## src/imgproc_params.svh

```systemverilog
// image processor constants
`ifndef IMGPROC_PARAMS_SVH
`define IMGPROC_PARAMS_SVH

// default frame geometry and excluded margin
`define IMG_W 640
`define IMG_H 480
`define IMG_BORDER 20
`define COORD_W 11

// red hue wraps around zero
`define RED_H_HI 170
`define RED_H_LO 25
`define RED_S_LO 149
`define RED_S_HI 232
`define RED_V_LO 125
// red upper value bound is inclusive
`define RED_V_HI 200

`define GREEN_H_LO 60
`define GREEN_H_HI 80
`define GREEN_S_LO 75
`define GREEN_S_HI 200
`define GREEN_V_LO 50
`define GREEN_V_HI 128

`define BLUE_H_LO 90
`define BLUE_H_HI 120
`define BLUE_S_LO 76
`define BLUE_S_HI 195
`define BLUE_V_LO 25
`define BLUE_V_HI 128

// report cadence and message buffer
`define MSG_INTERVAL 3
`define MSG_WORDS 9
`define MSG_FIFO_DEPTH 16
`define IMGPROC_ID 32'h1234EEE2

`endif
```

## src/bus_pkg.sv

```systemverilog
// register port and report types
`default_nettype none

package bus_pkg;

	// register map of the slave port
	typedef enum logic [2:0] {
		csr_status = 3'd0,
		csr_msg    = 3'd1,
		csr_id     = 3'd2
	} csr_addr_e;

	// report words, three per colour
	typedef enum logic [3:0] {
		msg_idle,
		msg_red_id,
		msg_red_tl,
		msg_red_br,
		msg_green_id,
		msg_green_tl,
		msg_green_br,
		msg_blue_id,
		msg_blue_tl,
		msg_blue_br
	} msg_state_e;

	// one host access, valid for a single cycle
	typedef struct packed {
		logic        chipselect;
		logic        read;
		logic        write;
		csr_addr_e   address;
		logic [31:0] writedata;
	} csr_req_t;

endpackage

`default_nettype wire

```

## src/vision_pkg.sv

```systemverilog
// video stream types
`default_nettype none

`include "imgproc_params.svh"

package vision_pkg;

	// one 24-bit rgb pixel, red in the top byte
	typedef struct packed {
		logic [7:0] red;
		logic [7:0] green;
		logic [7:0] blue;
	} pixel_t;

	// pixel with its packet framing
	typedef struct packed {
		pixel_t pix;
		logic   sop;
		logic   eop;
	} pixel_beat_t;

	// 8-bit hue (degrees halved), saturation and value
	typedef struct packed {
		logic [7:0] h;
		logic [7:0] s;
		logic [7:0] v;
	} hsv_t;

	typedef enum logic [1:0] {
		col_none  = 2'd0,
		col_red   = 2'd1,
		col_green = 2'd2,
		col_blue  = 2'd3
	} colour_e;

	typedef struct packed {
		logic [`COORD_W-1:0] x;
		logic [`COORD_W-1:0] y;
	} coord_t;

	// bounding box corners
	typedef struct packed {
		coord_t min;
		coord_t max;
	} box_t;

	// classifier result handed to the box tracker
	typedef struct packed {
		colour_e colour;
		coord_t  coord;
		logic    sop;
		logic    eop;
		logic    video;
	} classified_t;

endpackage

`default_nettype wire

```

## src/msg_writer.sv

```systemverilog
// bounding box report writer
`timescale 1ns/1ps
`default_nettype none

`include "imgproc_params.svh"

module msg_writer (
	input  logic                                    clk,
	input  logic                                    reset_n,
	input  logic                                    frame_done,
	input  vision_pkg::box_t                  [2:0] boxes,
	input  logic [$clog2(`MSG_FIFO_DEPTH + 1)-1:0] fifo_count,
	output logic                                    push,
	output logic                             [31:0] push_word
);

	// fill level that still leaves room for a whole report
	localparam int room_max = `MSG_FIFO_DEPTH - `MSG_WORDS;

	bus_pkg::msg_state_e state;
	logic [7:0] frame_cnt;
	logic start;

	// x in 26:16, y in 10:0
	function automatic logic [31:0] corner(input vision_pkg::coord_t c);
		return {{(16 - `COORD_W){1'b0}}, c.x, {(16 - `COORD_W){1'b0}}, c.y};
	endfunction

	assign start = frame_done && frame_cnt == 8'd0 && fifo_count <= room_max
		&& state == bus_pkg::msg_idle;

	always_ff @(posedge clk) begin
		if (!reset_n) begin
			state     <= bus_pkg::msg_idle;
			frame_cnt <= '0;
		end else begin
			// counts down every frame, reloads only on a started report
			if (frame_done) begin
				frame_cnt <= start ? 8'(`MSG_INTERVAL - 1) : frame_cnt - 8'd1;
			end
			if (start) begin
				state <= bus_pkg::msg_red_id;
			end else if (state == bus_pkg::msg_blue_br) begin
				state <= bus_pkg::msg_idle;
			end else if (state != bus_pkg::msg_idle) begin
				state <= bus_pkg::msg_state_e'(state + 4'd1);
			end
		end
	end

	// one word per busy state
	always_comb begin
		push      = 1'b1;
		push_word = '0;
		case (state)
			bus_pkg::msg_red_id:   push_word = {8'h00, "RBB"};
			bus_pkg::msg_red_tl:   push_word = corner(boxes[0].min);
			bus_pkg::msg_red_br:   push_word = corner(boxes[0].max);
			bus_pkg::msg_green_id: push_word = {8'h00, "GBB"};
			bus_pkg::msg_green_tl: push_word = corner(boxes[1].min);
			bus_pkg::msg_green_br: push_word = corner(boxes[1].max);
			bus_pkg::msg_blue_id:  push_word = {8'h00, "BBB"};
			bus_pkg::msg_blue_tl:  push_word = corner(boxes[2].min);
			bus_pkg::msg_blue_br:  push_word = corner(boxes[2].max);
			default:               push = 1'b0;
		endcase
	end

endmodule

`default_nettype wire

```

## config.mk

```make
export PLATFORM = sky130hd
export DESIGN_NAME = msg_writer
export DESIGN_NICKNAME = d
export VERILOG_FILES = /design/src/bus_pkg.sv /design/src/vision_pkg.sv /design/src/msg_writer.sv
export VERILOG_INCLUDE_DIRS = /design/src /design/src/src
export SDC_FILE = /design/constraint.sdc
export NUM_CORES = 1
export LEC_CHECK = 0
export BUFFER_PORTS_ARGS = -buffer_cell sky130_fd_sc_hd__buf_2
export CAP_MARGIN = 20
export CORE_UTILIZATION = 34
export CTS_CLUSTER_DIAMETER = 50
export DETAILED_ROUTE_END_ITERATION = 6
export PLACE_DENSITY = 0.88
export SLEW_MARGIN = 20
export SYNTH_ARGS = -nofsm -noshare
export SYNTH_HDL_FRONTEND = slang
export SYNTH_SLANG_ARGS = --single-unit
```

## constraint.sdc

```tcl
create_clock -name clk -period 1.9 [get_ports clk]
set_input_delay 0.38 -clock clk [delete_from_list [all_inputs] [get_ports clk]]
set_output_delay 0.38 -clock clk [all_outputs]
set_load 0.02 [all_outputs]
```

==> metrics, run 1 <==
antenna cells 0; number of synthesized flops with an enable pin 0; CTS root buf clkbuf_8; setup ws final -0.356 ns; dpl cell area approximately 2900 µm²; Hold Buf Count CTS 0; crit path max fanout 5; WP data required 1.52 ns; pin count of the biggest net entering global routing 21; total power draw 3.30 mW; die width 76.0 µm; slowest stage cell, crit path dfxtp_4; violations in the final reports setup timing; Hold Path Sink state[3]; GRT Overall Usage 25.7%; Yosys warnings 0; crit path kind reg2out; DIE AREA around 5800 µm²; area growth from synthesis to layout 90.3%; placed insts between 400 and 500; IO Port Bufs 160; Residual DRC 0; Routed WL 8.28 mm; worst vdd ir roughly 600 µV; commonest non-fill, non-tap cells in the layout 139 x buf_2, 35 x buf_4, 22 x buf_6, 20 x nand2_1; Critical Path AT 1.88 ns; total clock sinks 12; RSZ-0062 raised after global routing true; Worst Reg-to-Reg Cells 8; Synth Instances ~260; Area contributors post-synth dfxtp_1 13%, a22oi_1 12%, a22o_1 4.7%; outcome finished with violations; Mapped Area 1860 µm²; Placement Rows 26; H-tree Lvls 1; Finished Layout Cells approximately 510; reg-to-reg slack, setup 0.15 ns; part of the power in combinational logic 81.8%; first-pass GRT wire length 12.4 mm; initial core utilization 35.9%; wire per inst 16.3 µm; pins over their slew limit 0; RR Endpoint frame_cnt[0]; drt via density 5.72; asr flop ratio synth 0%; synthesized flop and latch total 12; WHS Path Cells 2; Ports between 150 and 200; share of layout cells above drive strength 1 between 60 and 70%; Worst Hold Class in2reg; fin crit share 119%; top cell type's share of synthesized area 12.9%; commonest non-fill, non-tap cell in the layout buf_2; DR pass1 iterations 5; switch share a little over two fifths; cell mode on critical path buf_6; Clock Latency Late Sink 0.24 ns; Nets 585; final hold vios 0; vias in the first global route 2703; CTS clk-pin slew, worst paths 0.05 ns; worst hold start reset_n; Worst Setup Start Kind flip-flop; Net Switching about 1.4 mW; routed via count roughly 2900; CTS Buf Count 3; # setup viols final 23; Mean Syn Cell Area 7.29 µm²; drt first-iter violations 210; crit path time final between 2 and 2.5 ns; Design Area, Final 3540 µm²; clock skew 0.00203 ns; crit-path cells buf_4 -> ha_4 -> nor2b_4 -> buf_6 -> a22oi_2 -> nor2_1 -> a211o_1 -> buf_6; CTS max path bufs 2; gr ovfl total 0; CTS tree built; Die Y 76.0 µm; Clk pwr share between 6 and 7%; leading area contributor after synthesis dfxtp_1; CP endpoint kind output pin; Cell Int Power 1.86 mW; hold slack final 0.449 ns; leakage power 1.64 nW; Final ANT Viol Nets 0; f_max 443 MHz; routability cong. 0.904; Final HPWL DP 5.88 mm; initial antenna violation count 0; total of max-cap violations 0; PwrDens 933 nW/µm²; CP max stage delay 0.36 ns; share of power burned in registers 11.3%; main flop type after synthesis dfxtp_1; sequential area share after synthesis 12.9%; Synth cell types 54; core area 5170 µm²; Worst R2R Start state[0]
## critical path, delay by kind of cell (launching register included)
family | cells | cell delay, ns
buffers and inverters | 3 | 0.43
flip-flops | 1 | 0.36
adder cells (fa/ha/maj) | 1 | 0.18
AND/OR/NAND/NOR | 2 | 0.22
AO/OA/AOI/OAI | 2 | 0.45
## layout make-up
class / instances / area (µm²)
fill: 398 / 1630
inverter: 6 / 27.5
clock buffer: 3 / 41.3
sequential: 12 / 255
multi-input combinational: 210 / 1720
tap: 70 / 87.6
timing repair buffer: 206 / 1400
## sequential cells by signal (all words and copies together) (netlist names)
register	cells
frame_cnt	8
state	4
## power by group through the flow
stage          logic [mW]  clock network [mW]  registers (mW)
6_report             2.70               0.226           0.373
3_5_place_dp         1.84                   0           0.359
4_1_cts              2.29               0.233           0.379
3_3_place_gp         1.81                   0           0.353
5_1_grt              2.86               0.240           0.384
2_1_floorplan        1.20                   0           0.347
## worst max path at each step
stage	from	endpoint	slack (ns)	cells after the start
global route	state[1]	push_word[17]	-0.42	8
detailed placement	state[1]	push_word[17]	-0.27	8
CTS	state[1]	push_word[17]	-0.33	8
floorplan	state[0]	push_word[9]	-0.01	7
finish	state[1]	push_word[22]	-0.36	8
global placement	state[1]	push_word[17]	-0.21	8
## layer usage
layer | routed length, µm | vias to the layer above | part of all wire (%) | global-route usage [%]
met5 | 0 | - | 0 | 0
met4 | 284 | 0 | 3.4 | 7.50
met3 | 716 | 36 | 8.6 | 3.37
met2 | 4160 | 192 | 50 | 48.4
met1 | 3120 | 1337 | 38 | 30.0
li1 | - | 1337 | - | -
## stage by stage
step | util (%) | setup TNS [ns] | setup WS (ns)
detailed placement | 55.5 | -3.00 | -0.268
floorplan | - | -0.0183 | -0.0138
global route | 68.4 | -7.20 | -0.416
CTS | 62.7 | -5.29 | -0.333
global placement | 55.5 | -2.06 | -0.205
finish | 68.4 | -5.72 | -0.356
## cell families (layout without fill, tap and decap cells)
group,count (synthesis),in the layout,share of synthesized area [%]
other,1,9,0.202
adder cells (fa/ha/maj),6,6,4.04
AND/OR/NAND/NOR,76,76,22.2
flip-flops,12,12,12.9
XOR/XNOR,8,8,3.77
AO/OA/AOI/OAI,111,111,44.8
buffers and inverters,41,215,12.0
## timing repair
action,in CTS,in global routing
gates cloned,1,3
endpoints found under the hold margin,0,0
endpoints found under the setup margin,24,30
pin swaps,24,23
gates resized for setup,68,48
setup buffers,4,5
## cell usage after synthesis, types with 2 or more instances
cell	number
a211o_1	9
a21boi_1	3
a21oi_1	11
a221o_1	2
a221oi_1	8
a22o_1	10
a22oi_1	29
a311o_1	2
a31oi_1	3
a32oi_1	6
buf_2	17
buf_4	11
clkbuf_1	5
dfxtp_1	12
ha_1	6
inv_1	5
nand2_1	22
nand2b_1	2
nand3_1	8
nand3b_1	2
nor2_1	18
nor2b_1	5
nor2b_2	2
nor3_1	3
nor4b_1	2
o211ai_1	4
o21ai_0	9
o21ai_1	6
o22ai_1	2
xnor2_1	6
xor2_1	2
No activity file was read; power rests on OpenSTA's default activity.
==> run 2, diff against run 1 <==
- PLACE_DENSITY: 0.88 -> 0.75
==> run 2 against run 1 <==
Against the previous run: the run still ends with setup timing left; hold slack better by 0.0046 ns; global-route usage is 5.2 points higher; power is 10% higher; clock power is 25% higher; worst setup slack worse by 0.055 ns; clock skew hardly changed; clock-buffer cell count is 1 higher; register-to-register slack worse by 0.06 ns; cell count is 3.2% higher; combinational power is 10% higher; critical path type unchanged; highest routed layer unchanged.
==> metrics, run 2 (synthesized netlist as in run 1, its figures left out) <==
dpl cell area 2880 µm² (+0.39%); final hold vios 0 (unchanged); Sum Neg Setup Slack -5.83 ns (-0.116 ns); largest registers frame_cnt: 8 flops, state: 4 flops; total power draw 3.63 mW (+10%); area growth from synthesis to layout 104%; crit path max fanout 7 (+2); Placement Rows 26 (unchanged); IO Port Bufs 160 (unchanged); routed via count 3164 (+9.0%); Final ANT Viol Nets 0 (unchanged); H-tree Lvls 1 (unchanged); measured slew at the worst slew-check pin 0.493 ns; core area 5170 µm² (unchanged); worst hold start reset_n; Design Area, Final 3800 µm² (+7.4%); Die Y 76.0 µm (unchanged); drt via density 6.05 (+5.7%); Clock Latency Late Sink 0.24 ns (about the same); crit path kind reg2out; pins over their slew limit 0 (unchanged); first-pass GRT wire length 14.6 mm (+18%); Worst R2R Start state[0]; dpl ws -0.202 ns (+0.0651 ns); # setup viols final 23 (unchanged); initial core utilization 35.9% (unchanged); outcome finished with violations; total of max-cap violations 0 (unchanged); Worst Setup Start Kind flip-flop; setup ws final -0.411 ns (-0.0550 ns); die width 76.0 µm (unchanged); wire per inst 19.6 µm (+20%); antenna cells 0 (unchanged); DIE AREA 5770 µm² (unchanged); WP data required 1.52 ns (about the same); Critical Path AT 1.93 ns (+0.05 ns); Routed WL 10.2 mm (+24%); Nets 600 (+2.6%); CTS max path bufs 2 (unchanged); share of layout cells above drive strength 1 67.8% (+5.5 points); commonest non-fill, non-tap cell in the layout buf_2; total clock sinks 12 (unchanged); worst vdd ir 749 µV (+22%); CP startpoint state[0]; CTS Buf Count 3 (unchanged); largest reg by FF count frame_cnt; Residual DRC 0 (unchanged); Finished Layout Cells 523 (+3.2%); violations in the final reports setup timing; f_max 433 MHz (-2.4%); GRT Overall Usage 31.0% (+5.2 points); vias in the first global route 3036 (+12%); Worst Hold Class in2reg; commonest non-fill, non-tap cells in the layout 138 x buf_2, 44 x buf_4, 28 x buf_6, 24 x a22oi_2, 17 x nand2_1; CTS root buf clkbuf_8; Ports 173 (unchanged); pin count of the biggest net entering global routing 15 (-29%); CTS tree built; CP endpoint kind output pin; Hold Buf Count CTS 0 (unchanged); clock skew 0.00226 ns (+0.000236 ns); gr ovfl total 0 (unchanged); crit path time final 2.31 ns (+0.0550 ns); number of flip-flops in the largest register 8 (unchanged); Layout fillers 332 (-17%); leakage power 1.74 nW (+6.5%); placed insts 492 (unchanged); routability cong. 0.945 (+4.6%); Slew headroom between 60% and 70%; RSZ-0062 raised after global routing true; PwrDens 957 nW/µm² (+2.6%); Final HPWL DP 5.91 mm (+0.49%); CTS clk-pin slew, worst paths 0.05 ns (about the same); initial antenna violation count 0 (unchanged); drt first-iter violations 216 (+2.9%); DR pass1 iterations 5 (unchanged); fin crit share 122% (+2.9 points)
==> run 2: changes by cell type in the layout (fill, tap and decap cells not counted), sizes merged <==
cell	change
buf	+15
bufbuf	+1
==> run 2: worst max-delay path, cell delays in order (launching register included) <==
cell and delay [ns]:
dfxtp_4 0.39, inv_4 0.06, ha_4 0.20, buf_6 0.13
buf_8 0.12, a22oi_2 0.14, nor2_1 0.07, a221oi_2 0.22
o211ai_1 0.17, buf_2 0.19
==> run 2: worst paths after layout <==
path                                      to  slack, ns  cells past startpoint
worst max-delay path            push_word[0]      -0.41                      9
worst min-delay path                state[0]       0.45                      2
worst max register to register      state[1]       0.09                      8
worst min register to register  frame_cnt[7]       0.51                      2
==> run 2: routing by layer <==
metal | track usage [%] | routed length [µm] | part of all wire [%]
met3 | 4.34 | 868 | 8.5
met5 | 0 | 0 | 0
met4 | 14.2 | 464 | 4.5
met2 | 57.5 | 5190 | 51
met1 | 34.6 | 3710 | 36
==> run 2: what timing repair did <==
action / in CTS / in global routing
cloned: 3 / 1
buffers inserted: 15 / 11
resized for setup: 95 / 48
setup endpoints to repair: 24 / 28
pin swaps: 32 / 27
==> run 2: metrics by stage <==
step	util, %	hold WS [ns]
2_1_floorplan	-	0.448
3_3_place_gp	55.7	0.462
3_5_place_dp	55.7	0.479
4_1_cts	68.1	0.438
5_1_grt	73.4	0.453
6_report	73.4	0.453
==> run 2: layout make-up <==
type	count	area, µm²	share of cell area [%]
Multi-Input combinational cell	210	1810	47.7
Timing Repair Buffer	221	1560	41.1
Sequential cell	12	255	6.72
Tap cell	70	87.6	2.31
Clock buffer	4	55.1	1.45
Inverter	6	27.5	0.725
==> run 2: power breakdown <==
part,internal [mW],total (mW),switching [mW]
clock,0.183,0.282,0.0988
sequential,0.305,0.377,0.0719
combinational,1.56,2.98,1.41
total,2.05,3.63,1.58
==> run 3, diff against run 2 <==
--- a/config.mk
+++ b/config.mk
@@ -9,8 +9,8 @@
 export BUFFER_PORTS_ARGS = -buffer_cell sky130_fd_sc_hd__buf_2
 export CAP_MARGIN = 20
-export CORE_UTILIZATION = 34
+export CORE_UTILIZATION = 35
 export CTS_CLUSTER_DIAMETER = 50
 export DETAILED_ROUTE_END_ITERATION = 6
-export PLACE_DENSITY = 0.75
+export PLACE_DENSITY = 0.74
 export SLEW_MARGIN = 20
 export SYNTH_ARGS = -nofsm -noshare
==> constraint.sdc (replaced) <==
create_clock -name clk -period 2.7 [get_ports clk]
set_input_delay 0.405 -clock clk [delete_from_list [all_inputs] [get_ports clk]]
set_output_delay 0.405 -clock clk [all_outputs]
set_load 0.02 [all_outputs]
==> run 3 against run 2 <==
Against the previous run: the run now ends clean; combinational power down 58%; power down 54%; clock power shrank 30%; largest cell class unchanged; largest power group unchanged; routed wire length fell by 24%; via count fell by 16%; cell area shrank 28%.
==> metrics, run 3 (synthesized netlist as in run 1, its figures left out) <==
share of layout cells above drive strength 1 47.1% (-21 points); largest reg by FF count frame_cnt; crit path max fanout 25 (+18); CTS clk-pin slew, worst paths 0.05 ns (about the same); worst vdd ir 717 µV (-4.3%); commonest non-fill, non-tap cells in the layout 160 x buf_2, 29 x a22oi_1, 22 x nand2_1, 18 x nor2_1, 11 x a21oi_1; hold slack final 0.453 ns (+0.0000200 ns); wire per inst 16.4 µm (-16%); CTS root buf clkbuf_8; leakage power 1.33 nW (-23%); initial antenna violation count 0 (unchanged); Final ANT Viol Nets 0 (unchanged); DIE AREA 5610 µm² (-2.8%); first-pass GRT wire length 10.6 mm (-28%); Critical Path AT 2.08 ns (+0.15 ns); pins over their slew limit 0 (unchanged); total clock sinks 12 (unchanged); Sum Neg Setup Slack 0 ns (+5.83 ns); routability cong. 0.955 (+1.0%); total of max-cap violations 0 (unchanged); IO Port Bufs 160 (unchanged); setup bufs post-CTS 0 (-15); Ports 173 (unchanged); Final HPWL DP 6.14 mm (+4.0%); H-tree Lvls 1 (unchanged); crit path kind reg2out; GRT Overall Usage 24.9% (-6.1 points); vias in the first global route 2115 (-30%); PwrDens 617 nW/µm² (-36%); Residual DRC 0 (unchanged); number of flip-flops in the largest register 8 (unchanged); antenna cells 0 (unchanged); gr ovfl total 0 (unchanged); Clock Latency Late Sink 0.24 ns (about the same); # setup viols final 0 (-100%); Placement Rows 26 (unchanged); die width 74.9 µm (-1.4%); routed via count 2668 (-16%); Routed WL 7.77 mm (-24%); area growth from synthesis to layout 47.1%; WHS Path Cells 2 (unchanged); drt via density 5.64 (-6.8%); CTS Buf Count 3 (unchanged); register area 243 µm² (-4.9%); largest registers frame_cnt: 8 flops, state: 4 flops; measured slew at the worst slew-check pin 0.528 ns (+0.0356 ns); outcome complete, no violations; Die Y 74.9 µm (-1.4%); drt first-iter violations 299 (+38%); initial core utilization 36.4% (+0.46 points); CP endpoint kind output pin; Worst Setup Start Kind flip-flop; RSZ-0062 raised after global routing false; multi-input logic area 1430 µm² (-21%); Layout fillers 504 (+52%); core area 5110 µm² (-1.3%); crit path time final 2.49 ns; CTS max path bufs 2 (unchanged); commonest non-fill, non-tap cell in the layout buf_2; clock skew 0.00301 ns (+0.000747 ns); f_max 402 MHz; CTS tree built; Worst Reg-to-Reg Cells 6 (-2); Nets 550 (-8.3%); Worst Hold Class in2reg; Slew headroom 64.3% (-2.4 points); DR pass1 iterations 5 (unchanged); fin crit share 92.2%; final hold vios 0 (unchanged); pin count of the biggest net entering global routing 28 (+13); WP data required 2.30 ns (+0.78 ns)
[run 3: cell types whose count changed in the layout (fill, tap and decap cells not counted), sizes merged]
| cell | change |
|---|---|
| buf | -48 |
| bufbuf | -1 |
| clkbuf | -1 |
[run 3: timing repair]
item	CTS	global route
resized for setup	0	5
hold buffers	0	0
endpoints found under the setup margin	0	11
[run 3: path summary, 6_finish.rpt]
kind	slack, ns	to	from
worst min register to register	0.49	frame_cnt[7]	frame_cnt[7]
worst min-delay path	0.45	state[3]	reset_n
worst max register to register	0.90	frame_cnt[5]	frame_cnt[0]
worst max-delay path	0.21	push_word[5]	state[0]
[run 3: where the power goes]
group / switching, mW / leakage (nW) / internal (mW)
Sequential: 0.0399 / 0.0995 / 0.211
Combinational: 0.723 / 1.21 / 0.515
Clock: 0.0682 / 0.0288 / 0.129
[run 3: metal layers]
metal  track usage (%)  part of all wire (%)  up-vias  wire length, µm
met1              36.6                    43     1219             3340
li1                  -                     -     1261                -
met3              4.95                    12       11              912
met4              3.77                  0.73        0               57
met2              38.0                    45      177             3470
met5                 0                     0        -                0
[run 3: cell type report]
type | count | share of cell area (%)
flip-flops and latches | 12 | 8.87
inverters | 6 | 0.823
multi-input cells | 210 | 52.3
repair buffers | 171 | 32.8
well taps | 70 | 3.20
clock buffers | 4 | 2.01
[run 3: worst max-delay path, stage by stage (launching register included)]
cell      delay (ns)
dfxtp_2         0.37
inv_1           0.07
ha_1            0.24
buf_4           0.23
and2_2          0.27
a221oi_1        0.29
o21ai_1         0.16
buf_2           0.19
[run 3: stage by stage]
| step | total power, mW | setup slack (ns) | cells | util (%) | cell area [µm²] |
|---|---|---|---|---|---|
| finish | 1.69 | 0.210 | 473 | 53.6 | 2740 |
| global route | 1.80 | 0.0956 | 473 | 53.6 | 2740 |
| CTS | 1.67 | 0.0795 | 473 | 53.4 | 2730 |
| detailed placement | 1.46 | 0.350 | 469 | 52.3 | 2670 |
| global placement | 1.45 | 0.374 | 469 | 52.3 | 2670 |
| floorplan | 1.05 | 0.571 | 263 | - | 1890 |
